`config.mk`:
```
export PLATFORM = sky130hd
export DESIGN_NAME = core_fetch
export DESIGN_NICKNAME = d
export VERILOG_FILES = /design/src/mem_bus_pkg.sv /design/src/core_port_pkg.sv /design/src/core_fetch.sv
export SDC_FILE = /design/constraint.sdc
export NUM_CORES = 1
export LEC_CHECK = 0
export ABC_AREA = 1
export BUFFER_PORTS_ARGS = -buffer_cell sky130_fd_sc_hd__buf_2
export CORE_AREA = 2 2 86 88
export DETAILED_ROUTE_END_ITERATION = 8
export DIE_AREA = 0 0 88 90
export GPL_TIMING_DRIVEN = 0
export PLACE_DENSITY = 0.88
export SYNTH_ARGS = -nofsm -noshare
export SYNTH_HDL_FRONTEND = slang
export SYNTH_SLANG_ARGS = --single-unit
```
`constraint.sdc`:
```
create_clock -name clk -period 4.48 [get_ports clk]
set_input_delay 0.672 -clock clk [delete_from_list [all_inputs] [get_ports clk]]
set_output_delay 0.672 -clock clk [all_outputs]
set_load 0.005 [all_outputs]
```
`src/mem_bus_pkg.sv`:
```
package mem_bus_pkg;

	// One bus word is 32 bits wide and carries four byte lanes
	typedef logic [31:0] word;

	// Word address; byte offsets are not carried on the bus
	typedef logic [29:0] ptr;

	// Byte-enable mask selecting every lane of a word
	localparam logic [3:0] BE_ALL = 4'b1111;

	// Request presented by a master and forwarded to the memory
	typedef struct packed {
		ptr         addr;
		logic       write;
		word        data_wr;
		logic [3:0] be;
	} bus_req_t;

endpackage

```
`src/core_port_pkg.sv`:
```
package core_port_pkg;

	// Burst of sequential instruction words starting at start_pc
	typedef struct packed {
		mem_bus_pkg::ptr start_pc;
		logic [7:0]      count;
	} fetch_cmd_t;

	// One fetched instruction together with its word address
	typedef struct packed {
		mem_bus_pkg::ptr  pc;
		mem_bus_pkg::word insn;
	} insn_t;

	// Single load or byte-masked store
	typedef struct packed {
		mem_bus_pkg::ptr  addr;
		logic             write;
		mem_bus_pkg::word data;
		logic [3:0]       be;
	} lsu_cmd_t;

	// Completion of a data access; data is zero for a store
	typedef struct packed {
		mem_bus_pkg::ptr  addr;
		mem_bus_pkg::word data;
	} lsu_rsp_t;

endpackage

```
`src/core_fetch.sv`:
```
module core_fetch (
	input  logic                     clk,
	input  logic                     rst_n,

	input  logic                     fetch_go,
	input  core_port_pkg::fetch_cmd_t fetch_cmd,
	input  logic                     insn_ready,
	input  mem_bus_pkg::word         insn_data_rd,

	output mem_bus_pkg::bus_req_t    insn_req,
	output logic                     insn_start,
	output logic                     insn_valid,
	output core_port_pkg::insn_t     insn_out,
	output logic                     fetch_busy
);

	mem_bus_pkg::ptr pc;
	logic [7:0]      remaining;
	logic            first_start;
	logic            last;

	assign last = remaining == 8'd1;
	assign insn_valid = fetch_busy && insn_ready;

	// The next read leaves in the same cycle that the previous word returns
	assign insn_start = first_start || (insn_valid && !last);

	always_comb begin
		insn_req.addr = insn_valid ? pc + 30'd1 : pc;
		insn_req.write = 1'b0;
		insn_req.data_wr = '0;
		insn_req.be = mem_bus_pkg::BE_ALL;

		insn_out.pc = pc;
		insn_out.insn = insn_data_rd;
	end

	always_ff @(posedge clk or negedge rst_n) begin
		if (!rst_n) begin
			fetch_busy <= 1'b0;
			first_start <= 1'b0;
			remaining <= 8'd0;
		end else begin
			first_start <= 1'b0;
			if (fetch_go && !fetch_busy) begin
				remaining <= fetch_cmd.count;
				if (fetch_cmd.count != 8'd0) begin
					fetch_busy <= 1'b1;
					first_start <= 1'b1;
				end
			end else if (insn_valid) begin
				remaining <= remaining - 8'd1;
				if (last)
					fetch_busy <= 1'b0;
			end
		end
	end

	always_ff @(posedge clk) begin
		if (fetch_go && !fetch_busy)
			pc <= fetch_cmd.start_pc;
		else if (insn_valid)
			pc <= pc + 30'd1;
	end

endmodule

```
==> flow_metrics.tcl, run 1 <==
set metrics [dict create \
    pwr_density_cell_nw_per_um2 491.7 \
    clkTransAtPathRegs_ps 90 \
    avgSynthCellArea_um2 6.912 \
    fmax_mhz 395.2 \
    hold_buffers 0 \
    post_cts_resized 0 \
    endpoint_kind "output port" \
    synthCells 460 \
    worst_hold_slack_ps 229.8 \
    skew_ps 6.588 \
    dr.first_iter.drc_count 106 \
    fin_ws_ps 1950 \
    worstMarginPinSlew_ps 657.0 \
    swShare 0.4253 \
    required_ps 3810 \
    cap_violations 0 \
    vias_per_cell 4.482 \
    grtUsageTotal 0.2144 \
    worstPathCellList "ha_1 > nand3_2 > inv_1 > nand3_2 > nor2_4 > nand3_1 > and2_1 > buf_2" \
    dr.pass1.iters 4 \
    cp_common_cell "nand3_2" \
    hpwl_um 7274 \
    drc 0 \
    routed_wl_um 8671 \
    globalplace.congestion 0.8886 \
    max_slew_margin 0.5620 \
    finalNetCount 715 \
    arrival_ps 1860 \
    synth_common_cells "nand2_1, buf_4, inv_1" \
    clkPwrFrac 0.159 \
    power_switching_mw 0.8869 \
    hold_class "in2async" \
    core-area_um2 7020 \
    slowest_stage "dfxtp_1" \
    slew_viol_final 0 \
    htreeDepth 2 \
    cts_tree "yes" \
    slowest_delay_ps 380 \
    antenna_cells 0 \
    synth_top_area_frac 0.1889 \
    insertion_delay_ps 290 \
    post-cts-setup-buffers 0 \
    setup_viol 0 \
    dieArea_um2 7920 \
    final.setup.tns_ps 0 \
    p_seq_frac 0.358 \
    grt_max_degree 13 \
    yosysWarnings 0 \
    portBuffers 136 \
    grt_pass1_vias 3056 \
    crit_path_start_kind "flip-flop" \
    synth.most_common_cell "nand2_1" \
    ys_seq_area_frac 0.2676 \
    worstSetupPathType "reg2out" \
    finalPower_mw 2.086 \
    die_w_um 88 \
    antenna_left 0 \
    die_h_um 90 \
    peakVddDrop_mv 0.2311 \
    cts_buffers 5 \
    ios 206 \
    hold_viol 0 \
    ys_async_sr_fraction 0.2500 \
    crit_path_max_fanout 4 \
    synth.area.top_cells "dfxtp_1, nand2_1, buf_4, dfrtp_1, inv_1" \
    netlist_area_um2 3179 \
    internal_power_mw 1.199 \
    grt_pass1_wl_um 13850 \
    dp_slack_ps 2037 \
    rsz0062_at_grt "false" \
    via_count 3308 \
    overflow 0 \
    initial_core_util 0.4529 \
    synth_edf_count 0 \
    cp_top_family "simple AND/OR/NAND/NOR gates" \
    antenna_found_initial 0 \
    cp_num_buf_inv 2 \
    ys_ff_latch 40 \
    rows 31 \
    synth_cell_type_count 40 \
    synthFlopType "dfxtp_1" \
    final_layout_size_suffix_gt1_frac 0.4038 \
    syn2layout_area_growth_pct 33.41 \
    power_leakage_nw 2.402 \
    clock_sinks 40 \
    status "finished clean" \
    fin_crit_sh 0.5648 \
    clock_path_buffers 2 \
    wl_per_cell_um 11.75 \
    root_buffer "clkbuf_8" \
    combPwrFrac 0.482 \
    min_period_ps 2530 \
    synth_top_area_cell "dfxtp_1" \
]
-- path summary, 6_finish.rpt --
kind	to	start	cells after the start	slack (ps)
max in group asynchronous	remaining[4]	rst_n	1	4040
min in group clk	pc[1]	pc[1]	2	560
max	insn_req[65]	pc[1]	8	1950
min	fetch_busy	rst_n	1	230
min reg2reg	pc[1]	pc[1]	2	560
max reg2reg	pc[24]	fetch_busy	5	2850
-- power by group through the flow --
stage	Sequential, mW	Clock, mW	Combinational (mW)
2_1_floorplan	0.724	0	0.594
3_3_place_gp	0.746	0	0.990
3_5_place_dp	0.751	0	1.01
4_1_cts	0.744	0.339	1.02
5_1_grt	0.776	0.350	1.14
6_report	0.747	0.333	1.01
-- sequential cells by signal (all words and copies together) (netlist names) --
name         count
fetch_busy       1
first_start      1
pc              30
remaining        8
-- logic make-up after synthesis --
logic type	after synthesis	synth area share
compound gates	17	0.03463
xor+xnor	17	0.06336
fa+ha+maj	3	0.01181
buf+inv	122	0.2302
flops	40	0.2676
other cells	2	0.002362
simple gates	259	0.3900
-- per-layer routing --
metal | track usage | share of wire | vias to the layer above
li1 | - | - | 1669
met1 | 0.2560 | 0.42 | 1478
met2 | 0.3927 | 0.50 | 154
met3 | 0.03765 | 0.079 | 7
met4 | 0.04487 | 0.0075 | 0
met5 | 0 | 0 | -
-- placed cells by master (no fill, tap or decap), drive strengths merged --
cell,Yosys,final
clkbuf,3,10
nor3b,1,1
nor3,5,5
a32oi,1,1
inv,44,44
nand4,8,8
dfrtp,10,10
a21oi,2,2
o211ai,4,4
xor2,12,12
nand3,33,33
xnor2,5,5
nand2,160,160
and2,5,5
nor4,2,2
dfxtp,30,30
ha,3,3
o221ai,2,2
or2,2,2
buf,75,211
a21o,1,1
bufinv,0,1
nor2,43,43
o21ai,6,6
conb,2,37
a31oi,1,1
-- area by class of cell --
type,count,area [um^2]
well taps,99,123.9
clock buffers,7,96.34
flip-flops and latches,40,850.8
inverters,44,165.2
fillers,691,2779
plain buffers,78,566.8
clock inverters,1,30.03
multi-input cells,333,1728
repair buffers,136,680.7
-- metrics by stage --
step,utilization,std cells,area [um^2]
6_report,0.6042,738,4242
5_1_grt,0.6042,738,4242
4_1_cts,0.6042,738,4242
3_5_place_dp,0.5862,730,4115
3_3_place_gp,0.5862,730,4115
2_1_floorplan,-,495,3311
No activity file was read; power rests on OpenSTA's default activity.
==> run 2: changes to the inputs <==
--- a/config.mk
+++ b/config.mk
@@ -7,11 +7,11 @@
 export LEC_CHECK = 0
 export ABC_AREA = 1
 export BUFFER_PORTS_ARGS = -buffer_cell sky130_fd_sc_hd__buf_2
-export CORE_AREA = 2 2 86 88
+export CORE_AREA = 2 2 94 96
 export DETAILED_ROUTE_END_ITERATION = 8
-export DIE_AREA = 0 0 88 90
+export DIE_AREA = 0 0 96 98
 export GPL_TIMING_DRIVEN = 0
-export PLACE_DENSITY = 0.88
+export PLACE_DENSITY = 0.78
 export SYNTH_ARGS = -nofsm -noshare
 export SYNTH_HDL_FRONTEND = slang
 export SYNTH_SLANG_ARGS = --single-unit
==> constraint.sdc (replaced) <==
create_clock -name clk -period 2.07 [get_ports clk]
set_input_delay 0.3105 -clock clk [delete_from_list [all_inputs] [get_ports clk]]
set_output_delay 0.3105 -clock clk [all_outputs]
set_load 0.005 [all_outputs]
==> run 2 against run 1 <==
Against the previous run: cell count increased by 2.7%; die area increased by 19%; non-clock buffer count increased by 11; critical path depth increased by 2; global-route usage decreased by 2.8 points; utilization decreased by 8.1 points; routed wire length increased by 6.1%; largest power group unchanged; highest routed layer unchanged; critical path type unchanged; register-to-register slack got worse by 2500 ps; sequential power increased by 130%; design area increased by 4.3%; combinational power increased by 130%.
==> flow_metrics.tcl, run 2 (same netlist as run 1, synthesis figures left out) <==
set metrics [dict create \
    status "finished clean" \
    syn2layout_area_growth_pct 39.20 \
    fillers 855 \
    die_w_um 96 \
    cap_violations 0 \
    min_period_ps 2028 \
    worst_hold_slack_ps 199.2 \
    hold_class "in2reg" \
    pwr_density_cell_nw_per_um2 1038 \
    dieArea_um2 9408 \
    grtUsageTotal 0.1865 \
    endpoint_kind "output port" \
    drc 0 \
    finalNetCount 726 \
    wl_per_cell_um 12.13 \
    globalplace.congestion 0.8517 \
    insertion_delay_ps 300 \
    setup_viol 0 \
    slowest_stage "dfxtp_4" \
    dp.cells 739 \
    power_leakage_nw 2.438 \
    initial_core_util 0.3756 \
    hpwl_um 7297 \
    grt_pass1_vias 3018 \
    vias_per_cell 4.414 \
    ios 206 \
    worstPathCellList "ha_4 > nand3_4 > nor2_8 > nand3_4 > nor2_4 > nand2_1 > nand2_1 > nand2_1 > inv_1 > buf_2" \
    antenna_left 0 \
    fin_ws_ps 41.76 \
    crit_path_max_fanout 4 \
    grt_pass1_wl_um 14050 \
    cp_top_family "simple AND/OR/NAND/NOR gates" \
    rsz0062_at_grt "true" \
    skew_ps 4.234 \
    slowest_delay_ps 380 \
    required_ps 1760 \
    fin_crit_sh 0.9798 \
    core-area_um2 8466 \
    dp_slack_ps 171.0 \
    layout_commonest_cell "nand2_1" \
    clock_sinks 40 \
    worstMarginPinSlew_ps 630.8 \
    rows 34 \
    slew_viol_final 0 \
    fmax_mhz 493.0 \
    arrival_ps 1720 \
    worstSetupPathType "reg2out" \
    clkTransAtPathRegs_ps 80 \
    top_regs "pc x30, remaining x8" \
    finalNonFillerCells 758 \
    crit_path_start_kind "flip-flop" \
    clock_path_buffers 2 \
    hold_viol 0 \
    grt_max_degree 13 \
    dr.first_iter.drc_count 115 \
    die_h_um 98 \
    cp_common_cell "nand2_1" \
    routed_wl_um 9197 \
    root_buffer "clkbuf_8" \
    cts_tree "yes" \
    dr.pass1.iters 4 \
    layout_common_cells "nand2_1, buf_2, buf_4" \
    portBuffers 136 \
    via_count 3346 \
    antenna_cells 0 \
    regMostFlops "pc" \
    largest_register_ffs 30 \
    peakVddDrop_mv 0.4805 \
    htreeDepth 2 \
    max_slew_margin 0.5795 \
    cp_num_buf_inv 2 \
    cts_buffers 5 \
    final_layout_size_suffix_gt1_frac 0.4554 \
    antenna_found_initial 0 \
    overflow 0 \
]
[run 2: cell types whose count changed in the layout (fill, tap and decap cells not counted), sizes merged]
cell / previous run / this run
buf: 211 / 221
bufinv: 1 / 0
clkinv: 0 / 1
clkinvlp: 0 / 1
dlygate4sd3: 0 / 1
inv: 44 / 43
[run 2: report_power, final]
| part | internal [mW] | total [mW] | switching (mW) |
|---|---|---|---|
| clock network | 0.238 | 0.540 | 0.303 |
| registers | 1.22 | 1.72 | 0.500 |
| logic | 1.10 | 2.33 | 1.23 |
[run 2: cell type report]
cell class / instances / area (um^2) / area share
multi-input combinational: 333 / 1815 / 0.4102
sequential: 40 / 888.4 / 0.2007
timing repair buffer: 147 / 769.5 / 0.1739
buffer: 78 / 566.8 / 0.1281
inverter: 44 / 168.9 / 0.03817
tap: 108 / 135.1 / 0.03053
clock buffer: 7 / 76.32 / 0.01725
clock inverter: 1 / 5.005 / 0.001131
[run 2: worst paths after layout]
check	from	to	slack, ps	depth (start not counted)
worst max-delay path	pc[1]	insn_req[63]	40	10
worst min-delay path	fetch_cmd[28]	pc[20]	200	3
worst max register to register	fetch_busy	pc[24]	360	6
worst min register to register	remaining[0]	remaining[0]	560	1
max in group asynchronous	rst_n	remaining[2]	1440	2
min in group asynchronous	rst_n	fetch_busy	420	2
[run 2: what timing repair did]
action,4_1_cts,5_1_grt
gates resized for setup,14,32
hold buffers,1,0
pin swaps,4,15
setup buffers,1,9
setup endpoints to repair,17,23
hold endpoints to repair,10,0
[run 2: per-stage QoR]
| stage | setup TNS [ps] | power (mW) | instance area, um^2 | util |
|---|---|---|---|---|
| after global routing | -157.3 | 5.013 | 4425 | 0.5228 |
| after floorplan | 0 | 2.853 | 3311 | - |
| after detailed placement | 0 | 3.832 | 4126 | 0.4874 |
| after global placement | 0 | 3.790 | 4126 | 0.4874 |
| after CTS | -56.37 | 4.448 | 4269 | 0.5043 |
| final | 0 | 4.593 | 4425 | 0.5228 |
[run 2: worst reg2reg max path, stage by stage, from the launching register on]
cell and delay [ps]:
dfrtp_1 410, buf_4 150, nor2_1 240, buf_2 300
clkbuf_1 380, nand2_1 100, nand2_1 80
[run 2: layer usage]
metal	vias up	routed length, um	track usage	part of all wire
li1	1698	-	-	-
met1	1502	3917	0.2386	0.43
met2	140	4462	0.3226	0.49
met3	6	744	0.03858	0.081
met4	0	73	0.03407	0.0079
met5	-	0	0	0
