$ cat config.mk
export PLATFORM = sky130hd
export DESIGN_NAME = core_lsu
export DESIGN_NICKNAME = d
export VERILOG_FILES = /design/src/mem_bus_pkg.sv /design/src/core_port_pkg.sv /design/src/core_lsu.sv
export SDC_FILE = /design/constraint.sdc
export NUM_CORES = 1
export LEC_CHECK = 0
export BUFFER_PORTS_ARGS = -buffer_cell sky130_fd_sc_hd__buf_2
export CORE_AREA = 2 2 91 93
export CTS_BUF_LIST = sky130_fd_sc_hd__clkbuf_16
export CTS_CLUSTER_SIZE = 30
export DETAILED_ROUTE_END_ITERATION = 8
export DIE_AREA = 0 0 93 95
export GPL_TIMING_DRIVEN = 1
export PLACE_DENSITY = 0.8
export SKIP_CTS_REPAIR_TIMING = 1
export SYNTH_ARGS = -nofsm -noshare
export SYNTH_HDL_FRONTEND = slang
export SYNTH_SLANG_ARGS = --single-unit
$ cat constraint.sdc
create_clock -name clk -period 5.2 [get_ports clk]
set_clock_uncertainty 0.1 [all_clocks]
set_input_delay 1.04 -clock clk [delete_from_list [all_inputs] [get_ports clk]]
set_output_delay 1.04 -clock clk [all_outputs]
set_load 0.02 [all_outputs]
$ cat src/mem_bus_pkg.sv
package mem_bus_pkg;

	// One bus word is 32 bits wide and carries four byte lanes
	typedef logic [31:0] word;

	// Word address; byte offsets are not carried on the bus
	typedef logic [29:0] ptr;

	// Byte-enable mask selecting every lane of a word
	localparam logic [3:0] BE_ALL = 4'b1111;

	// Request presented by a master and forwarded to the memory
	typedef struct packed {
		ptr         addr;
		logic       write;
		word        data_wr;
		logic [3:0] be;
	} bus_req_t;

endpackage

$ cat src/core_port_pkg.sv
package core_port_pkg;

	// Burst of sequential instruction words starting at start_pc
	typedef struct packed {
		mem_bus_pkg::ptr start_pc;
		logic [7:0]      count;
	} fetch_cmd_t;

	// One fetched instruction together with its word address
	typedef struct packed {
		mem_bus_pkg::ptr  pc;
		mem_bus_pkg::word insn;
	} insn_t;

	// Single load or byte-masked store
	typedef struct packed {
		mem_bus_pkg::ptr  addr;
		logic             write;
		mem_bus_pkg::word data;
		logic [3:0]       be;
	} lsu_cmd_t;

	// Completion of a data access; data is zero for a store
	typedef struct packed {
		mem_bus_pkg::ptr  addr;
		mem_bus_pkg::word data;
	} lsu_rsp_t;

endpackage

$ cat src/core_lsu.sv
module core_lsu (
	input  logic                    clk,
	input  logic                    rst_n,

	input  logic                    lsu_go,
	input  core_port_pkg::lsu_cmd_t lsu_cmd,
	input  logic                    data_ready,
	input  mem_bus_pkg::word        data_data_rd,

	output mem_bus_pkg::bus_req_t   data_req,
	output logic                    data_start,
	output logic                    lsu_done,
	output core_port_pkg::lsu_rsp_t lsu_rsp,
	output logic                    lsu_busy
);

	core_port_pkg::lsu_cmd_t cmd_q;
	logic                    start_q;

	assign data_start = start_q;
	assign lsu_done = lsu_busy && data_ready;

	always_comb begin
		data_req.addr = cmd_q.addr;
		data_req.write = cmd_q.write;
		data_req.data_wr = cmd_q.data;
		data_req.be = cmd_q.be;

		lsu_rsp.addr = cmd_q.addr;
		// Stores report no data back to the core
		lsu_rsp.data = cmd_q.write ? '0 : data_data_rd;
	end

	always_ff @(posedge clk or negedge rst_n) begin
		if (!rst_n) begin
			lsu_busy <= 1'b0;
			start_q <= 1'b0;
		end else begin
			start_q <= 1'b0;
			if (lsu_go && !lsu_busy) begin
				lsu_busy <= 1'b1;
				start_q <= 1'b1;
			end else if (lsu_done) begin
				lsu_busy <= 1'b0;
			end
		end
	end

	// A command arriving while busy is dropped
	always_ff @(posedge clk) begin
		if (lsu_go && !lsu_busy)
			cmd_q <= lsu_cmd;
	end

endmodule

==> results_dict.tcl, run 1 <==
set metrics [dict create \
    ys_types 7 \
    grt_pass1_vias 1921 \
    pre_cts_slack_ps 2290 \
    synth_cells 138 \
    h-tree-depth 3 \
    antenna_found_initial 0 \
    status "complete, no violations" \
    viasPerCell 4.18 \
    cp.arrival_ps 1600 \
    max_freq_mhz 365 \
    ant_nets 0 \
    synth_ff_type "edfxtp_1" \
    leakagePower_nw 1.87 \
    clock_latency_ps 310 \
    die_y_microns 95 \
    gp_congestion 0.733 \
    tns_ps 0 \
    avgSynthCellArea_sq_um 18.4 \
    seq_power_share_pct 44.5 \
    start_kind "flip-flop" \
    ys_async_sr_fraction_pct 2.90 \
    path_cells "nor2b_1 > buf_2" \
    cts_max_path_buffers 2 \
    nets 454 \
    fin_crit_ps 2740 \
    p_sw_uw 372 \
    dp_hpwl_microns 5610 \
    synth_most_common_cell "edfxtp_1" \
    finalWorstSetupSlack_ps 2460 \
    synth_warnings 0 \
    post-route-drc-count 0 \
    synth-edff-count 67 \
    hold_viol 0 \
    drt_pass1_iterations 4 \
    path_class "reg2out" \
    port_buffers 234 \
    cp_max_fo 33 \
    initial_core_util_pct 32.0 \
    grt_setup_unrepaired "false" \
    yosysTopAreaCell "edfxtp_1" \
    p_clk_share_pct 40.5 \
    cts_sinks 69 \
    drt-total-wl_microns 6870 \
    cts.clk_slew.worst_paths_ps 50 \
    synth_commonest_cells "67 x edfxtp_1, 33 x buf_4, 33 x nor2b_1" \
    p_comb_share_pct 14.9 \
    min_period_over_period_pct 52.7 \
    setup_violations 0 \
    drive_gt1_share_pct 69.9 \
    placedInstanceArea_sq_um 3600 \
    ir_worst_vdd_mv 0.239 \
    cts-root-buf "clkbuf_16" \
    die_w_microns 93 \
    slew_headroom_pct 38.9 \
    hp-class "in2async" \
    drt_iter0_markers 44 \
    ios 235 \
    cp_slowest_cell "edfxtp_1" \
    stdcell_area_sq_um 3910 \
    endpoint_kind "output port" \
    cp.buffers_inverters 1 \
    area_delta_synth_final_pct 54.5 \
    maxCapViolations 0 \
    synth_nets 241 \
    grt_pass1_wl_microns 9400 \
    required_ps 4060 \
    cts_buffers 9 \
    grtUsageTotal_pct 14.7 \
    sw_frac_of_total_pct 24.3 \
    wl_per_cell_microns 14.9 \
    fin_util_pct 49.4 \
    synth_area_leaders "edfxtp_1 79%, buf_4 9.8%, nor2b_1 8.1%" \
    cpLargestDelayFamily "flip-flops" \
    holdWs_ps 400 \
    n_antenna_cell 0 \
    rows 33 \
    dieArea_sq_um 8840 \
    synth_top_area_share_pct 79.4 \
    cts_tree "built" \
    max_stage_delay_ps 950 \
    overflow 0 \
    grt_max_degree 37 \
    ys_seq_area_share_pct 81.4 \
    core-area_sq_um 7930 \
    drv_slew 0 \
    p_int_mw 1.16 \
    cellPowerDensity_nw_per_um2 390 \
    tightest_slew_ps 916 \
    vias 1929 \
    ys_seq_elements 69 \
    synthesis.area_sq_um 2530 \
]
-- metrics by stage --
step | instances | power [mW]
5_1_grt | 461 | 1.59
4_1_cts | 461 | 1.55
2_1_floorplan | 138 | 0.835
3_3_place_gp | 445 | 0.919
3_5_place_dp | 445 | 0.924
6_report | 461 | 1.53
-- path summary, 6_finish.rpt --
path | startpoint | end | slack (ps) | cells past startpoint
min reg2reg | lsu_busy$_DFFE_PN0P_ | lsu_busy$_DFFE_PN0P_ | 490 | 1
max | data_req[36]$_DFFE_PP_ | lsu_rsp[7] | 2460 | 2
max in group asynchronous | rst_n | lsu_busy$_DFFE_PN0P_ | 4500 | 1
max reg2reg | lsu_busy$_DFFE_PN0P_ | data_req[17]$_DFFE_PP_ | 3030 | 2
min | rst_n | data_start$_DFF_PN0_ | 400 | 1
min in group clk | lsu_busy$_DFFE_PN0P_ | lsu_busy$_DFFE_PN0P_ | 490 | 1
-- state kept, by name, summed over array words and instances, names as in the netlist --
| signal | cells |
|---|---|
| lsu_busy | 1 |
| data_start | 1 |
| data_req | 67 |
-- metal layers --
metal / global-route usage [%] / vias to the layer above / routed length [microns]
met1: 13.5 / 904 / 2180
li1: - / 880 / -
met3: 7.66 / 9 / 961
met4: 6.62 / 0 / 102
met2: 27.0 / 136 / 3630
met5: 0 / - / 0
-- power by group through the flow --
stage	logic, mW	registers (mW)	clock network [mW]
floorplan	0.0936	0.741	0
global placement	0.230	0.689	0
detailed placement	0.232	0.692	0
CTS	0.232	0.681	0.633
global route	0.244	0.686	0.656
finish	0.228	0.680	0.619
-- cell usage in the layout (no fill, tap or decap) --
cell | netlist | layout
buf_4 | 33 | 1
nor2b_4 | 0 | 1
a21o_1 | 1 | 1
nor2b_1 | 33 | 32
and2_1 | 1 | 1
clkbuf_16 | 0 | 9
dfrtp_1 | 2 | 2
inv_1 | 1 | 4
buf_2 | 0 | 234
clkinv_2 | 0 | 1
clkinv_4 | 0 | 1
edfxtp_1 | 67 | 67
bufinv_16 | 0 | 2
-- cells by family after synthesis --
| kind of cell | synth area share, % |
|---|---|
| AOI/OAI and AO/OA | 0.296 |
| buffers and inverters | 9.93 |
| DFF | 81.4 |
| and+or+nand+nor | 8.40 |
-- worst register-to-register path, delay by kind of cell (launching register included) --
kind	cells	cell delay, ps
simple gates	1	730
buf+inv	1	530
flops	1	430
-- layout make-up --
cell class / instances / area (sq um)
clock buffer: 9 / 225
clock inverter: 7 / 85.1
fill: 714 / 4010
inverter: 1 / 3.75
multi-input combinational: 35 / 228
sequential: 69 / 2060
tap: 105 / 131
timing repair buffer: 235 / 1180
Note: power is estimated with default switching activity, not from simulation.
==> inputs of run 2 (changes only) <==
ABC_AREA = 1   (was unset)
CORE_AREA = unset   (was 2 2 91 93)
CORE_UTILIZATION = 33   (was unset)
DIE_AREA = unset   (was 0 0 93 95)
PLACE_DENSITY = 0.83   (was 0.8)
clock period = 2.51 ns   (was 5.2 ns; I/O delays follow)
==> run 2 against run 1 <==
Net effect:
- combinational power grew 110%
- global-route usage grew 1.7 points
- die area shrank 7.1%
- sequential share of layout area shrank 1.1 points
- area after synthesis grew 2.3%
==> results_dict.tcl, run 2 <==
set metrics [dict create \
    status "complete, no violations" \
    slew_headroom_pct 67.1 \
    hp-start "lsu_cmd[15]" \
    fin_util_pct 54.0 \
    drt-total-wl_microns 6840 \
    rr_worst_depth 4 \
    path_class "reg2out" \
    post-route-drc-count 0 \
    cp_max_fo 23 \
    dp_hpwl_microns 5410 \
    hold_viol 0 \
    avgSynthCellArea_sq_um 14.9 \
    min_period_over_period_pct 79.5 \
    ant_nets 0 \
    min_delay_path_depth 1 \
    grt_setup_unrepaired "false" \
    synth_area_leaders "edfxtp_1 78%, buf_4 8.7%, inv_1 5.2%" \
    finalWorstSetupSlack_ps 514 \
    drt_iter0_markers 60 \
    vias 2026 \
    synth_ff_type "edfxtp_1" \
    gp_congestion 0.807 \
    required_ps 1910 \
    wl_per_cell_microns 13.8 \
    maxCapViolations 0 \
    synthesis.area_sq_um 2590 \
    synth_most_common_cell "edfxtp_1" \
    endpoint_kind "output port" \
    synth_commonest_cells "67 x edfxtp_1, 36 x inv_1, 32 x nor2_1" \
    antenna_found_initial 0 \
    tightest_slew_ps 494 \
    drt_pass1_iterations 4 \
    nets 493 \
    ys_seq_area_share_pct 79.6 \
    grt_pass1_wl_microns 10100 \
    grt_pass1_vias 2127 \
    path_cells "buf_4 > nor2_1 > buf_2" \
    n_antenna_cell 0 \
    synth-edff-count 67 \
    cts.clk_slew.worst_paths_ps 60 \
    routed.top_layer "met4" \
    wl_met3_microns 776 \
    multi_input_area_sq_um 135 \
    drive_gt1_share_pct 64.1 \
    cts_max_path_buffers 2 \
    yosysTopAreaCell "edfxtp_1" \
    tns_ps 0 \
    cts-root-buf "clkbuf_16" \
    ios 235 \
    rows 31 \
    die_y_microns 90.6 \
    leakagePower_nw 2.06 \
    cts_buffers 9 \
    drt-met1-wl_microns 2290 \
    final_cell_mix "234 x buf_2, 67 x edfxtp_1, 36 x inv_1" \
    pre_cts_slack_ps 852 \
    setup_violations 0 \
    max_stage_delay_ps 520 \
    max_freq_mhz 501 \
    ys_async_sr_fraction_pct 2.90 \
    largest_reg_flops 67 \
    viasPerCell 4.10 \
    h-tree-depth 3 \
    port_buffers 234 \
    ys_types 7 \
    grt_max_degree 40 \
    synth_cells 174 \
    cp_slowest_cell "edfxtp_1" \
    drv_slew 0 \
    overflow 0 \
    r2r_slack_ps 1020 \
    fin_crit_ps 2000 \
    wl_met2_microns 3680 \
    r2r_end "data_req[62]$_DFFE_PP_" \
    synth_nets 277 \
    synth_warnings 0 \
    start_kind "flip-flop" \
    hp-class "in2reg" \
    core-area_sq_um 7410 \
    final_common_cell "buf_2" \
    ir_worst_vdd_mv 0.674 \
    dieArea_sq_um 8210 \
    synth_top_area_share_pct 77.6 \
    cellPowerDensity_nw_per_um2 825 \
    area_delta_synth_final_pct 54.4 \
    layout.area.seq_sq_um 2060 \
    cts_tree "built" \
    cts_sinks 69 \
    min_to "data_req[15]$_DFFE_PP_" \
    initial_core_util_pct 35.0 \
    clock_latency_ps 320 \
    die_w_microns 90.6 \
    grtUsageTotal_pct 16.4 \
    fillers 637 \
    reg2reg_from "lsu_busy$_DFFE_PN0P_" \
    cp.arrival_ps 1390 \
    ys_seq_elements 69 \
]
## run 2: cell count changes after synthesis
cell,before,now
buf_4,33,30
nor2_1,0,32
a21o_1,1,0
inv_1,1,36
and2_1,1,0
nor2b_1,33,0
buf_6,0,3
nand2_1,0,4
## run 2: worst max-delay path, delay by kind of cell (launching register included)
family | cells | cell delay, ps
and+or+nand+nor | 1 | 120
DFF | 1 | 520
buffers and inverters | 2 | 440
## run 2: logic make-up after synthesis
| group | count (synthesis) | synth area share [%] |
|---|---|---|
| buffers and inverters | 69 | 15.2 |
| DFF | 69 | 79.6 |
| and+or+nand+nor | 36 | 5.21 |
## run 2: worst max path at each step
stage | slack (ps) | cells after the start | endpoint | startpoint
floorplan | 80 | 3 | data_req[0]$_DFFE_PP_ | lsu_busy$_DFFE_PN0P_
global placement | 890 | 3 | lsu_rsp[28] | data_req[36]$_DFFE_PP_
detailed placement | 850 | 3 | lsu_rsp[13] | data_req[36]$_DFFE_PP_
CTS | 500 | 3 | lsu_rsp[13] | data_req[36]$_DFFE_PP_
global route | 420 | 3 | lsu_rsp[15] | data_req[36]$_DFFE_PP_
finish | 510 | 3 | lsu_rsp[13] | data_req[36]$_DFFE_PP_
## run 2: final cells by class
class                      count  area share, %
clock buffer                   9           5.63
clock inverter                 7           2.88
inverter                      36           3.38
multi-input combinational     36           3.38
sequential                    69           51.5
tap                           99           3.10
timing repair buffer         238           30.1
## run 2: metal layers
| layer | GRT usage, % | vias up |
|---|---|---|
| li1 | - | 959 |
| met1 | 14.7 | 916 |
| met2 | 31.6 | 142 |
| met3 | 7.49 | 9 |
| met4 | 5.91 | 0 |
| met5 | 0 | - |
## run 2: metrics by stage
stage                     area [sq um]  std cells  hold WS [ps]  power [mW]
after floorplan                   2590        174           106        1.73
after global placement            3650        477           186        1.90
after detailed placement          3650        477           189        1.92
after CTS                         3990        493          -159        3.33
after global routing              4000        494           244        3.41
final                             4000        494           254        3.30
## run 2: power by group
part	switching, mW	internal, mW	total, mW
clock network	0.444	0.965	1.41
registers	0.0293	1.37	1.40
logic	0.325	0.165	0.490
==> inputs of run 3 (changes only) <==
CORE_AREA = 2 2 92 94   (was unset)
CORE_UTILIZATION = unset   (was 33)
DIE_AREA = 0 0 94 96   (was unset)
PLACE_DENSITY = 0.79   (was 0.83)
clock period = 1.9 ns   (was 2.51 ns; I/O delays follow)
==> run 3 against run 2 <==
Net effect:
- sequential share of layout area is essentially flat
- power rose by 28%
- first-iteration DRC count decreased by 23%
- largest cell class unchanged
- largest power group is now registers
==> results_dict.tcl, run 3 (same netlist as run 2, synthesis figures left out) <==
set metrics [dict create \
    multi_input_area_sq_um 138 \
    cp.arrival_ps 1220 \
    holdWs_ps 132 \
    viasPerCell 4.00 \
    setup_violations 0 \
    rows 33 \
    cp_max_fo 33 \
    antenna_found_initial 0 \
    port_buffers 234 \
    p_int_mw 3.18 \
    endpoint_kind "output port" \
    dp_hpwl_microns 5440 \
    cts-root-buf "clkbuf_16" \
    grt_max_degree 37 \
    grt_pass1_vias 1933 \
    die_y_microns 96 \
    dieArea_sq_um 9020 \
    p_comb_share_pct 15.5 \
    max_freq_mhz 588 \
    initial_core_util_pct 32.2 \
    cts.clk_slew.worst_paths_ps 50 \
    p_clk_share_pct 40.9 \
    n_antenna_cell 0 \
    drt-total-wl_microns 6730 \
    fillers 737 \
    placedInstanceArea_sq_um 3680 \
    cts_sinks 69 \
    post-route-drc-count 0 \
    slew_headroom_pct 74.3 \
    layout.area.seq_sq_um 2060 \
    grt_setup_unrepaired "false" \
    h-tree-depth 3 \
    cts_buffers 9 \
    status "complete, no violations" \
    clock_latency_ps 320 \
    area_delta_synth_final_pct 54.6 \
    hold_viol 0 \
    required_ps 1420 \
    wl_per_cell_microns 13.5 \
    cts_tree "built" \
    leakagePower_nw 2.05 \
    instances_no_fill 500 \
    drive_gt1_share_pct 64.6 \
    power.total_mw 4.23 \
    cp_slowest_cell "edfxtp_1" \
    core-area_sq_um 8050 \
    stdcell_area_sq_um 4010 \
    final_cell_mix "234 x buf_2, 67 x edfxtp_1, 36 x inv_1" \
    min_period_over_period_pct 89.6 \
    path_class "reg2out" \
    nets 493 \
    p_sw_mw 1.06 \
    drt_iter0_markers 46 \
    grtUsageTotal_pct 13.9 \
    die_w_microns 94 \
    ios 235 \
    dp.cells 483 \
    start_kind "flip-flop" \
    tightest_slew_ps 385 \
    maxCapViolations 0 \
    gp_congestion 0.773 \
    max_stage_delay_ps 350 \
    ant_nets 0 \
    vias 2001 \
    seq_power_share_pct 43.7 \
    sw_frac_of_total_pct 25.0 \
    hp-class "in2reg" \
    cellPowerDensity_nw_per_um2 1060 \
    fin_crit_ps 1700 \
    grt_pass1_wl_microns 9090 \
    drt_pass1_iterations 4 \
    overflow 0 \
    largest_reg_flops 67 \
    path_cells "buf_4 > nor2_1 > buf_2" \
    drv_slew 0 \
    final_common_cell "buf_2" \
    ir_worst_vdd_mv 0.656 \
    cts_max_path_buffers 2 \
]
run 3: cell count changes in the layout (fill, tap and decap cells not counted):
cell,delta
clkinv_2,-1
bufinv_16,-1
clkinvlp_4,+1
nand2_2,+1
buf_12,+1
dfrtp_1,-1
buf_4,-1
dfrtp_2,+1
nand2_1,-1
clkinv_4,+1
run 3: through the flow:
step / utilization [%] / setup TNS, ps / setup slack [ps]
6_report: 49.7 / 0 / 198
5_1_grt: 49.7 / 0 / 123
4_1_cts: 49.6 / 0 / 187
3_5_place_dp: 45.7 / 0 / 451
3_3_place_gp: 45.7 / 0 / 491
2_1_floorplan: - / -7640 / -114
run 3: area by class of cell:
cell class,instances,share of cell area (%)
sequential,69,51.5
timing repair buffer,238,30.4
clock buffer,9,5.62
inverter,36,3.47
multi-input combinational,36,3.44
tap,105,3.28
clock inverter,7,2.31
run 3: power by group through the flow:
stage	clock network (mW)	logic (mW)	registers (mW)
CTS	1.77	0.665	1.85
detailed placement	0	0.664	1.88
finish	1.73	0.656	1.85
floorplan	0	0.264	2.02
global route	1.83	0.704	1.86
global placement	0	0.653	1.87
run 3: layer usage:
layer  up-vias  GRT usage (%)  wire [microns]
li1        958              -               -
met1       892           13.2            2220
met2       142           24.8            3470
met3         9           7.52             933
met4         0           6.16              99
met5         -              0               0
run 3: path summary, 6_finish.rpt:
kind | slack [ps] | cells after the start | endpoint | start
max in group asynchronous | 1320 | 2 | lsu_busy$_DFFE_PN0P_ | rst_n
min in group asynchronous | 270 | 2 | data_start$_DFF_PN0_ | rst_n
hold / removal | 130 | 1 | data_req[41]$_DFFE_PP_ | lsu_cmd[41]
setup / recovery | 200 | 3 | lsu_rsp[31] | data_req[36]$_DFFE_PP_
setup reg to reg | 450 | 4 | data_req[37]$_DFFE_PP_ | lsu_busy$_DFFE_PN0P_
hold reg to reg | 480 | 2 | lsu_busy$_DFFE_PN0P_ | lsu_busy$_DFFE_PN0P_
run 3: critical path: cells and delay by family, from the launching register on:
kind / cells / cell delay, ps
flops: 1 / 350
buf+inv: 2 / 420
simple gates: 1 / 140
