==> src/mem_bus_pkg.sv <==
package mem_bus_pkg;

	// One bus word is 32 bits wide and carries four byte lanes
	typedef logic [31:0] word;

	// Word address; byte offsets are not carried on the bus
	typedef logic [29:0] ptr;

	// Byte-enable mask selecting every lane of a word
	localparam logic [3:0] BE_ALL = 4'b1111;

	// Request presented by a master and forwarded to the memory
	typedef struct packed {
		ptr         addr;
		logic       write;
		word        data_wr;
		logic [3:0] be;
	} bus_req_t;

endpackage

==> src/core_mmu_arbiter.sv <==
module core_mmu_arbiter (
	input  logic                  clk,
	input  logic                  rst_n,

	input  logic                  bus_ready,
	input  mem_bus_pkg::word      bus_data_rd,
	input  mem_bus_pkg::bus_req_t insn_req,
	input  logic                  insn_start,
	input  mem_bus_pkg::bus_req_t data_req,
	input  logic                  data_start,

	output mem_bus_pkg::bus_req_t bus_req,
	output logic                  bus_start,
	output logic                  insn_ready,
	output logic                  data_ready,
	output mem_bus_pkg::word      insn_data_rd,
	output mem_bus_pkg::word      data_data_rd
);

	typedef enum logic {
		OWN_INSN,
		OWN_DATA
	} owner_t;

	owner_t owner;
	owner_t next_owner;

	logic active;
	logic hold_start;
	logic hold_issue;
	logic hold_free;
	logic transition;

	mem_bus_pkg::bus_req_t hold_req;
	mem_bus_pkg::bus_req_t insn_req_ro;

	// Both masters see the same read data; ready tells them apart
	assign insn_data_rd = bus_data_rd;
	assign data_data_rd = bus_data_rd;

	always_comb begin
		// The instruction side can only ever read whole words
		insn_req_ro = insn_req;
		insn_req_ro.write = 1'b0;
		insn_req_ro.be = mem_bus_pkg::BE_ALL;

		// Ownership may only move while the bus is idle or an access completes
		next_owner = owner;
		if (bus_ready || !active) begin
			unique case (owner)
				OWN_DATA: next_owner = data_start ? OWN_DATA : OWN_INSN;
				OWN_INSN: next_owner = (data_start || hold_start) ? OWN_DATA : OWN_INSN;
			endcase
		end

		transition = owner != next_owner;
		hold_issue = transition && hold_start;
		hold_free = transition || !hold_start;

		insn_ready = 1'b0;
		data_ready = 1'b0;
		unique case (owner)
			OWN_INSN: insn_ready = bus_ready;
			OWN_DATA: data_ready = bus_ready;
		endcase

		unique case (next_owner)
			OWN_INSN: begin
				bus_req = insn_req_ro;
				bus_start = insn_start;
			end
			OWN_DATA: begin
				bus_req = data_req;
				bus_start = data_start;
			end
		endcase

		// A deferred request goes out as soon as its side takes the bus
		if (hold_issue) begin
			bus_req = hold_req;
			bus_start = 1'b1;
		end
	end

	always_ff @(posedge clk or negedge rst_n) begin
		if (!rst_n) begin
			owner <= OWN_INSN;
			active <= 1'b0;
			hold_start <= 1'b0;
		end else begin
			owner <= next_owner;
			active <= bus_start || (active && !bus_ready);
			if (hold_free)
				hold_start <= (next_owner == OWN_INSN) ? data_start : insn_start;
		end
	end

	// The hold keeps whatever the losing side offered this cycle
	always_ff @(posedge clk) begin
		if (hold_free)
			hold_req <= (next_owner == OWN_INSN) ? data_req : insn_req_ro;
	end

endmodule

==> config.mk <==
export PLATFORM = sky130hd
export DESIGN_NAME = core_mmu_arbiter
export DESIGN_NICKNAME = d
export VERILOG_FILES = /design/src/mem_bus_pkg.sv /design/src/core_mmu_arbiter.sv
export SDC_FILE = /design/constraint.sdc
export NUM_CORES = 1
export LEC_CHECK = 0
export ABC_AREA = 1
export BUFFER_PORTS_ARGS = -buffer_cell sky130_fd_sc_hd__buf_4
export CORE_UTILIZATION = 41
export CTS_CLUSTER_SIZE = 14
export DETAILED_ROUTE_END_ITERATION = 7
export MAX_ROUTING_LAYER = met4
export PLACE_DENSITY = 0.87
export SKIP_CTS_REPAIR_TIMING = 1
export SLEW_MARGIN = 20
export SYNTH_ARGS = -nofsm -noshare
export SYNTH_HDL_FRONTEND = slang
export SYNTH_SLANG_ARGS = --single-unit
==> constraint.sdc <==
create_clock -name clk -period 3.5 [get_ports clk]
set_clock_uncertainty 0.1 [all_clocks]
set_input_delay 0.35 -clock clk [delete_from_list [all_inputs] [get_ports clk]]
set_output_delay 0.35 -clock clk [all_outputs]
set_load 0.05 [all_outputs]
==> results of run 1 <==
[cell usage after synthesis]
master,count
nand3_1,192
buf_2,12
nor2_1,3
or2_2,4
o211ai_2,1
nand4_1,1
nand2_2,5
nand3_4,1
dfrtp_1,3
o21ai_0,29
edfxtp_1,67
buf_1,4
o21ai_1,38
clkbuf_1,25
inv_2,2
buf_4,75
inv_1,129
nand2_1,203
[power breakdown]
group	switching (uW)	internal [uW]
clock	361	554
combinational	3110	1170
sequential	111	1470
[cells by family after synthesis]
group,count (synthesis)
compound gates,68
buf+inv,247
flops,70
simple gates,409
[stage by stage]
| step | hold WS (ns) | instances |
|---|---|---|
| 6_report | 0.1619 | 1084 |
| 5_1_grt | 0.1802 | 1084 |
| 4_1_cts | -0.3040 | 1082 |
| 3_5_place_dp | 0.04350 | 1066 |
| 3_3_place_gp | 0.04030 | 1066 |
| 2_1_floorplan | -0.04559 | 794 |
[worst max-delay path: stages, from the launching register on]
cell	delay, ns
dfrtp_1	0.46
inv_2	0.10
nand2_1	0.13
nand3_4	0.45
buf_4	0.45
nand3_1	0.11
nand3_1	0.11
nand2_1	0.14
buf_4	0.21
[worst max path at each step]
stage | startpoint | endpoint | cells after the start
2_1_floorplan | owner$_DFF_PN0_ | hold_req[0]$_SDFFCE_PP1P_ | 5
3_3_place_gp | bus_ready | hold_req[28]$_DFFE_PP_ | 7
3_5_place_dp | bus_ready | bus_req[46] | 9
4_1_cts | owner$_DFF_PN0_ | bus_req[46] | 8
5_1_grt | owner$_DFF_PN0_ | bus_req[46] | 8
6_report | owner$_DFF_PN0_ | bus_req[46] | 8
[per-layer routing]
layer,GRT usage,part of all wire
met5,-,0
met2,0.3709,0.49
met1,0.2876,0.41
met4,0.06571,0.0075
met3,0.05717,0.097
[registers in the layout, summed over array words and instances (netlist names)]
register / count
hold_req: 67
active: 1
hold_start: 1
owner: 1
[final cells by class]
type / instances / share of cell area
Tap cell: 172 / 0.03100
Timing Repair Buffer: 217 / 0.2386
Inverter: 131 / 0.07084
Antenna cell: 1 / 0.0003605
Clock inverter: 7 / 0.01045
Clock buffer: 9 / 0.03244
Multi-Input combinational cell: 477 / 0.3156
Sequential cell: 70 / 0.3006
==> impl_metrics.json, run 1 <==
{
  "synth_compound_area_frac": 0.06356,
  "drt-total-wl_mm": 15.52,
  "setup_viol": 0,
  "drt_iter0_markers": 453,
  "ff2ff_setup_slack_ns": 0.92,
  "fillers": 1231,
  "synth_top_area_cell": "edfxtp_1",
  "htreeDepth": 3,
  "initial_core_util": 0.4267,
  "p_leak_uw": 0.003692,
  "synth_fp_nets": 965,
  "vias_per_cell": 5.089,
  "cts_made_buffers": 9,
  "layout.nets": 1077,
  "ys_top_cells_by_area": "edfxtp_1 (37%), nand3_1 (18%), nand2_1 (14%)",
  "cp-end-kind": "primary output",
  "synth_mux_area_frac": 0,
  "reg2reg_from": "owner$_DFF_PN0_",
  "grt_pass1_vias": 5190,
  "synthXorXnorAreaFrac": 0,
  "synth_seq_cells": 70,
  "placed_area_mm2": 0.006631,
  "maxSlewHeadroom": 0.4729,
  "cap_violations": 0,
  "cts_tree": "done",
  "cts_buffer_depth": 2,
  "power.density_mw_per_mm2": 977.9,
  "r2r_end": "hold_req[22]$_DFFE_PP_",
  "antenna_found_initial": 1,
  "seqCellArea_mm2": 0.002087,
  "fin_total_pwr_uw": 6788,
  "grt_max_degree": 70,
  "period_needed_ns": 2.940,
  "wl_per_cell_um": 14.32,
  "hold_end": "hold_start$_DFFE_PN0P_",
  "r2r_cells": 6,
  "routed-via-count": 5516,
  "multi_input_area_mm2": 0.002191,
  "worst_ep_required_time_ns": 3.05,
  "drive_above_1_share": 0.2700,
  "fmax_mhz": 340.2,
  "hp-class": "in2reg",
  "hold_depth": 3,
  "postLayoutCellArea_mm2": 0.006942,
  "synth_top_family_by_area": "simple AND/OR/NAND/NOR gates",
  "status": "finished clean",
  "pre_cts_ws_ns": 0.8980,
  "netlist_instances": 794,
  "arrival_ns": 2.49,
  "criticalPathCategory": "reg2out",
  "mostFrequentLayoutCells": "buf_4 (214), nand2_1 (202), nand3_1 (191)",
  "start_kind": "flip-flop",
  "core-area_mm2": 0.01282,
  "layout_commonest_cell": "buf_4",
  "synthSimpleGateAreaFrac": 0.3315,
  "clk_pin_slew_worst_paths_ns": 0.06,
  "synth_area_mm2": 0.005473,
  "clk_latency_ns": 0.31,
  "cts.sinks": 70,
  "die-height_um": 117.5,
  "min_from": "insn_start",
  "row_count": 41,
  "yosysSeqAreaShare": 0.3813,
  "synth_adder_area_share": 0,
  "syn_area_per_cell_um2": 6.893,
  "yosys.cell_types.count": 18,
  "yosys_warnings": 0,
  "period_share": 0.8399,
  "final_max_slew_viol_count": 0,
  "chipWidth_um": 117.5,
  "numPortBuffers": 203,
  "utilization": 0.5413,
  "grt_pass1_wl_mm": 25.14,
  "crit_fanout": 41,
  "ios": 305,
  "ir_worst_vdd_v": 0.0004503,
  "tightest_slew_ns": 0.7907,
  "drt_pass1_iterations": 6,
  "cts-root-buf": "clkbuf_16",
  "grtUsageTotal": 0.2306,
  "gp_congestion": 0.7965,
  "setup_tns_ns": 0,
  "synth_top_area_frac": 0.3676,
  "dp_hpwl_mm": 10.50,
  "ant_nets": 0,
  "fin_ws_ns": 0.5602,
  "drc": 0,
  "area_growth_pct": 26.84,
  "gr-total-overflow": 0,
  "die_area_mm2": 0.01381,
  "hold_viol": 0,
  "rsz0062_at_grt": "false"
}
Note: power is estimated with default switching activity, not from simulation.
==> run 2: changes to the inputs <==
--- a/config.mk
+++ b/config.mk
@@ -5,9 +5,9 @@
 export SDC_FILE = /design/constraint.sdc
 export NUM_CORES = 1
 export LEC_CHECK = 0
-export ABC_AREA = 1
+export ABC_AREA = 0
 export BUFFER_PORTS_ARGS = -buffer_cell sky130_fd_sc_hd__buf_4
-export CORE_UTILIZATION = 41
+export CORE_UTILIZATION = 43
 export CTS_CLUSTER_SIZE = 14
 export DETAILED_ROUTE_END_ITERATION = 7
 export MAX_ROUTING_LAYER = met4
==> constraint.sdc (replaced) <==
create_clock -name clk -period 2.5 [get_ports clk]
set_clock_uncertainty 0.1 [all_clocks]
set_input_delay 0.25 -clock clk [delete_from_list [all_inputs] [get_ports clk]]
set_output_delay 0.25 -clock clk [all_outputs]
set_load 0.05 [all_outputs]
==> run 2 against run 1 <==
- area after synthesis rose by 14%
- die area rose by 8.6%
- critical path type unchanged
- highest routed layer unchanged
- combinational power fell by 30%
- register-to-register slack got worse by 0.50 ns
==> impl_metrics.json, run 2 <==
{
  "synth_top_area_cell": "edfxtp_1",
  "multi_input_area_mm2": 0.003342,
  "fin_cells": 963,
  "criticalPathCategory": "reg2out",
  "grt_pass1_wl_mm": 23.88,
  "hp-class": "in2reg",
  "core-area_mm2": 0.01404,
  "yosysMostFrequentCell": "buf_4",
  "largest_register_ffs": 67,
  "die-height_um": 122.5,
  "final_max_slew_viol_count": 0,
  "async_flop_share": 0.04286,
  "synthFlopType": "edfxtp_1",
  "clk_pin_slew_worst_paths_ns": 0.06,
  "gr-total-overflow": 0,
  "cp-end-kind": "primary output",
  "ys_top_cells_by_area": "edfxtp_1 (32%), o32a_1 (10%), mux2i_1 (9.9%)",
  "drt-total-wl_mm": 16.78,
  "arrival_ns": 2.11,
  "drt_pass1_iterations": 7,
  "cts_buffer_depth": 2,
  "fin_total_pwr_uw": 5838,
  "p_leak_uw": 0.003547,
  "place_inst": 939,
  "grtUsageTotal": 0.2079,
  "synth_fp_nets": 842,
  "ir_worst_vdd_v": 0.0005899,
  "netlist_instances": 671,
  "fmax_mhz": 406.2,
  "drc": 0,
  "synth_top_area_frac": 0.3222,
  "vias_per_cell": 5.737,
  "crit_path_frequent_cell": "buf_4",
  "mostFrequentLayoutCells": "buf_4 (201), nor2_1 (71), nand2_1 (67), edfxtp_1 (67)",
  "synth_seq_cells": 70,
  "crit_fanout": 29,
  "grt_pass1_vias": 5052,
  "cts.sinks": 70,
  "routed-via-count": 5525,
  "yosys.cell_types.count": 25,
  "yosys_warnings": 0,
  "yosysSeqAreaShare": 0.3343,
  "slowest_stage": "dfrtp_4",
  "utilization": 0.5585,
  "cts_made_buffers": 9,
  "layout.nets": 949,
  "drive_above_1_share": 0.3231,
  "synth_common_cells": "buf_4 (73), nor2_1 (71), nand2_1 (68), edfxtp_1 (67)",
  "drt_iter0_markers": 322,
  "n_antenna_cell": 0,
  "synth_area_mm2": 0.006243,
  "cap_violations": 0,
  "path_buf_inv": 4,
  "wl_per_cell_um": 17.42,
  "htreeDepth": 3,
  "ios": 305,
  "hold_viol": 0,
  "initial_core_util": 0.4446,
  "grt_max_degree": 112,
  "period_share": 0.9847,
  "start_kind": "flip-flop",
  "cts-root-buf": "clkbuf_16",
  "seqCellArea_mm2": 0.002092,
  "numPortBuffers": 203,
  "hold-worst-slack_ns": 0.03042,
  "clk_latency_ns": 0.35,
  "maxSlewHeadroom": 0.7282,
  "syn_area_per_cell_um2": 9.305,
  "critPathMaxStageDelay_ns": 0.51,
  "period_needed_ns": 2.462,
  "status": "finished clean",
  "setup_viol": 0,
  "worst_ep_required_time_ns": 2.15,
  "chipWidth_um": 122.5,
  "antenna_found_initial": 0,
  "row_count": 43,
  "power.density_mw_per_mm2": 744.4,
  "fin_ws_ns": 0.03837,
  "tightest_slew_ns": 0.4078,
  "path_cells": "inv_2 -> a21oi_4 -> buf_4 -> clkbuf_16 -> and3_1 -> o32a_1 -> buf_4",
  "dp_hpwl_mm": 10.42,
  "ant_nets": 0,
  "fillers": 1239,
  "synth_edf_count": 67,
  "regMostFlops": "hold_req",
  "cts_tree": "done",
  "cpLargestDelayFamily": "buffers and inverters",
  "layout_commonest_cell": "buf_4",
  "gp_congestion": 0.7284,
  "area_growth_pct": 25.61,
  "pre_cts_ws_ns": 0.4098,
  "die_area_mm2": 0.01501
}
run 2: cell count changes after synthesis, moves of 9 or more:
cell,before,now
nand2_1,203,68
o32a_1,0,63
and3_1,0,63
o21ai_1,38,0
mux2i_1,0,62
nand3_1,192,0
inv_1,129,0
o21ai_0,29,63
nor2_1,3,71
mux2_1,0,55
buf_2,12,21
run 2: kinds of logic (layout without fill, tap and decap cells):
logic type,count (synthesis),in the layout,synth area share
mux,124,124,0.2112
compound gates,135,135,0.1619
flops,70,70,0.3343
simple gates,213,213,0.1585
buf+inv,129,241,0.1341
run 2: area by class of cell:
class,instances,share of cell area
repair buffers,223,0.2423
clock buffers,9,0.02872
well taps,180,0.02872
multi-input cells,472,0.4261
clock inverters,7,0.006382
inverters,2,0.0009572
flip-flops and latches,70,0.2668
run 2: worst paths after layout:
check / startpoint / to / slack, ns / cells after the start
min reg2reg: hold_start$_DFFE_PN0P_ / active$_DFF_PN0_ / 0.56 / 1
max reg2reg: owner$_DFF_PN0_ / hold_req[33]$_DFFE_PP_ / 0.42 / 7
min in group asynchronous: rst_n / hold_start$_DFFE_PN0P_ / 0.13 / 2
max: owner$_DFF_PN0_ / bus_req[12] / 0.04 / 7
max in group asynchronous: rst_n / owner$_DFF_PN0_ / 2.06 / 2
min: insn_start / active$_DFF_PN0_ / 0.03 / 2
run 2: metrics by stage:
step | cell area (um^2) | setup TNS (ns)
after floorplan | 6246 | 0
after global placement | 7417 | 0
after detailed placement | 7417 | 0
after CTS | 7692 | 0
after global routing | 7843 | -0.001003
final | 7843 | 0
run 2: routing by layer:
layer	share of wire	track usage	wire (um)
met1	0.40	0.2291	6780
met2	0.50	0.3508	8413
met3	0.059	0.04600	997
met4	0.035	0.1082	587
met5	0	-	0
run 2: power breakdown:
group | switching [uW] | total, uW | internal, uW
clock network | 535 | 1210 | 671
logic | 1860 | 3000 | 1140
registers | 70.2 | 1630 | 1560
==> run 3: changes to the inputs <==
--- a/config.mk
+++ b/config.mk
@@ -5,11 +5,12 @@
 export SDC_FILE = /design/constraint.sdc
 export NUM_CORES = 1
 export LEC_CHECK = 0
-export ABC_AREA = 0
+export ABC_AREA = 1
 export BUFFER_PORTS_ARGS = -buffer_cell sky130_fd_sc_hd__buf_4
-export CORE_UTILIZATION = 43
+export CORE_UTILIZATION = 41
 export CTS_CLUSTER_SIZE = 14
 export DETAILED_ROUTE_END_ITERATION = 7
+export GPL_TIMING_DRIVEN = 0
 export MAX_ROUTING_LAYER = met4
 export PLACE_DENSITY = 0.87
 export SKIP_CTS_REPAIR_TIMING = 1
==> run 3 against run 2 <==
- first-iteration DRC count increased by 57%
- fmax rose by 3.1%
- non-clock buffer count grew 168
- global-route usage rose by 6.2 points
- critical path type unchanged
- critical endpoint is now bus_req[63]
==> impl_metrics.json, run 3 (synthesized netlist as in run 1, its figures left out) <==
{
  "cts_tree": "done",
  "drt_iter0_markers": 507,
  "layout_commonest_cell": "buf_4",
  "ant_nets": 0,
  "mostFrequentLayoutCells": "buf_4 (347), nand2_1 (202), nand3_1 (191)",
  "drc": 0,
  "hp-class": "in2reg",
  "initial_core_util": 0.4267,
  "grt_max_degree": 42,
  "regMostFlops": "hold_req",
  "arrival_ns": 2.04,
  "period_needed_ns": 2.387,
  "htreeDepth": 3,
  "grt_pass1_vias": 5972,
  "hold-worst-slack_ns": 0.05908,
  "area_growth_pct": 49.36,
  "core-area_mm2": 0.01282,
  "numPortBuffers": 267,
  "rsz0062_at_grt": "false",
  "grtUsageTotal": 0.2698,
  "period_share": 0.9547,
  "worst_ep_required_time_ns": 2.15,
  "cp-end-kind": "primary output",
  "row_count": 41,
  "pwr-share-comb": 0.647,
  "tightest_slew_ns": 0.5229,
  "gp_congestion": 0.8535,
  "largest_register_ffs": 67,
  "p_int_uw": 4940,
  "vias_per_cell": 4.944,
  "maxSlewHeadroom": 0.6514,
  "power.density_mw_per_mm2": 1265,
  "gr-total-overflow": 0,
  "cts_buffer_depth": 2,
  "fmax_mhz": 419.0,
  "die_area_mm2": 0.01381,
  "cts.sinks": 70,
  "die-height_um": 117.5,
  "final_max_slew_viol_count": 0,
  "cts-root-buf": "clkbuf_16",
  "drt_pass1_iterations": 5,
  "switching_share": 0.5223,
  "antenna_found_initial": 0,
  "fin_total_pwr_uw": 10340,
  "ir_worst_vdd_v": 0.0008938,
  "setup_tns_ns": 0,
  "status": "finished clean",
  "wl_per_cell_um": 14.76,
  "drive_above_1_share": 0.3760,
  "hold_viol": 0,
  "reg2reg_from": "owner$_DFF_PN0_",
  "crit_path_start": "owner$_DFF_PN0_",
  "clk_pin_slew_worst_paths_ns": 0.06,
  "layout.nets": 1251,
  "routed-via-count": 6214,
  "chipWidth_um": 117.5,
  "clk_latency_ns": 0.33,
  "cts_made_buffers": 9,
  "pwr-share-seq": 0.216,
  "place_inst": 1234,
  "power_frac_clock": 0.137,
  "fin_cells": 1257,
  "start_kind": "flip-flop",
  "cap_violations": 0,
  "crit_fanout": 10,
  "drt-total-wl_mm": 18.56,
  "criticalPathCategory": "reg2out",
  "dp_hpwl_mm": 13.63,
  "setup_viol": 0,
  "ios": 305,
  "switching_power_uw": 5402,
  "min_from": "insn_start",
  "grt_pass1_wl_mm": 29.12,
  "n_antenna_cell": 0,
  "p_leak_uw": 0.004484
}
run 3: worst paths after layout:
check | slack (ns) | depth (start not counted) | end
setup / recovery | 0.11 | 7 | bus_req[63]
hold / removal | 0.06 | 3 | hold_start$_DFFE_PN0P_
setup reg to reg | 0.42 | 6 | hold_req[41]$_DFFE_PP_
hold reg to reg | 0.59 | 2 | active$_DFF_PN0_
max in group asynchronous | 2.03 | 2 | owner$_DFF_PN0_
min in group asynchronous | 0.16 | 2 | active$_DFF_PN0_
run 3: per-stage QoR:
stage,area [um^2],util,worst slack [ns]
after floorplan,5478,-,0.1134
after global placement,7697,0.6002,-0.6407
after detailed placement,7725,0.6023,0.1703
after CTS,8050,0.6277,-0.1922
after global routing,8174,0.6374,0.003338
final,8174,0.6374,0.1131
run 3: layout make-up:
cell class / instances / area, um^2
Tap cell: 172 / 215.2
Clock buffer: 12 / 256.5
Fill cell: 1152 / 4651
Multi-Input combinational cell: 477 / 2203
Clock inverter: 4 / 68.82
Buffer: 116 / 770.7
Timing Repair Buffer: 275 / 2079
Inverter: 131 / 491.7
Sequential cell: 70 / 2088
run 3: routing by layer:
layer | track usage | wire length, um | part of all wire
met4 | 0.09535 | 418 | 0.023
met1 | 0.3197 | 7368 | 0.40
met5 | - | 0 | 0
met2 | 0.4604 | 9254 | 0.50
met3 | 0.04700 | 1516 | 0.082
run 3: critical path: stages (launching register included):
cell and delay (ns):
dfrtp_2 0.43, inv_2 0.09, o211ai_4 0.31, clkbuf_4 0.28, buf_4 0.21, nand3_1 0.09, nand2_1 0.09, buf_4 0.20
run 3: power groups by stage:
stage / Clock [uW] / Combinational [uW] / Sequential, uW
final: 1420 / 6690 / 2230
after global routing: 1480 / 7080 / 2280
after CTS: 1430 / 6590 / 2230
after detailed placement: 0 / 6570 / 2240
after global placement: 0 / 6460 / 2250
after floorplan: 0 / 4520 / 2220
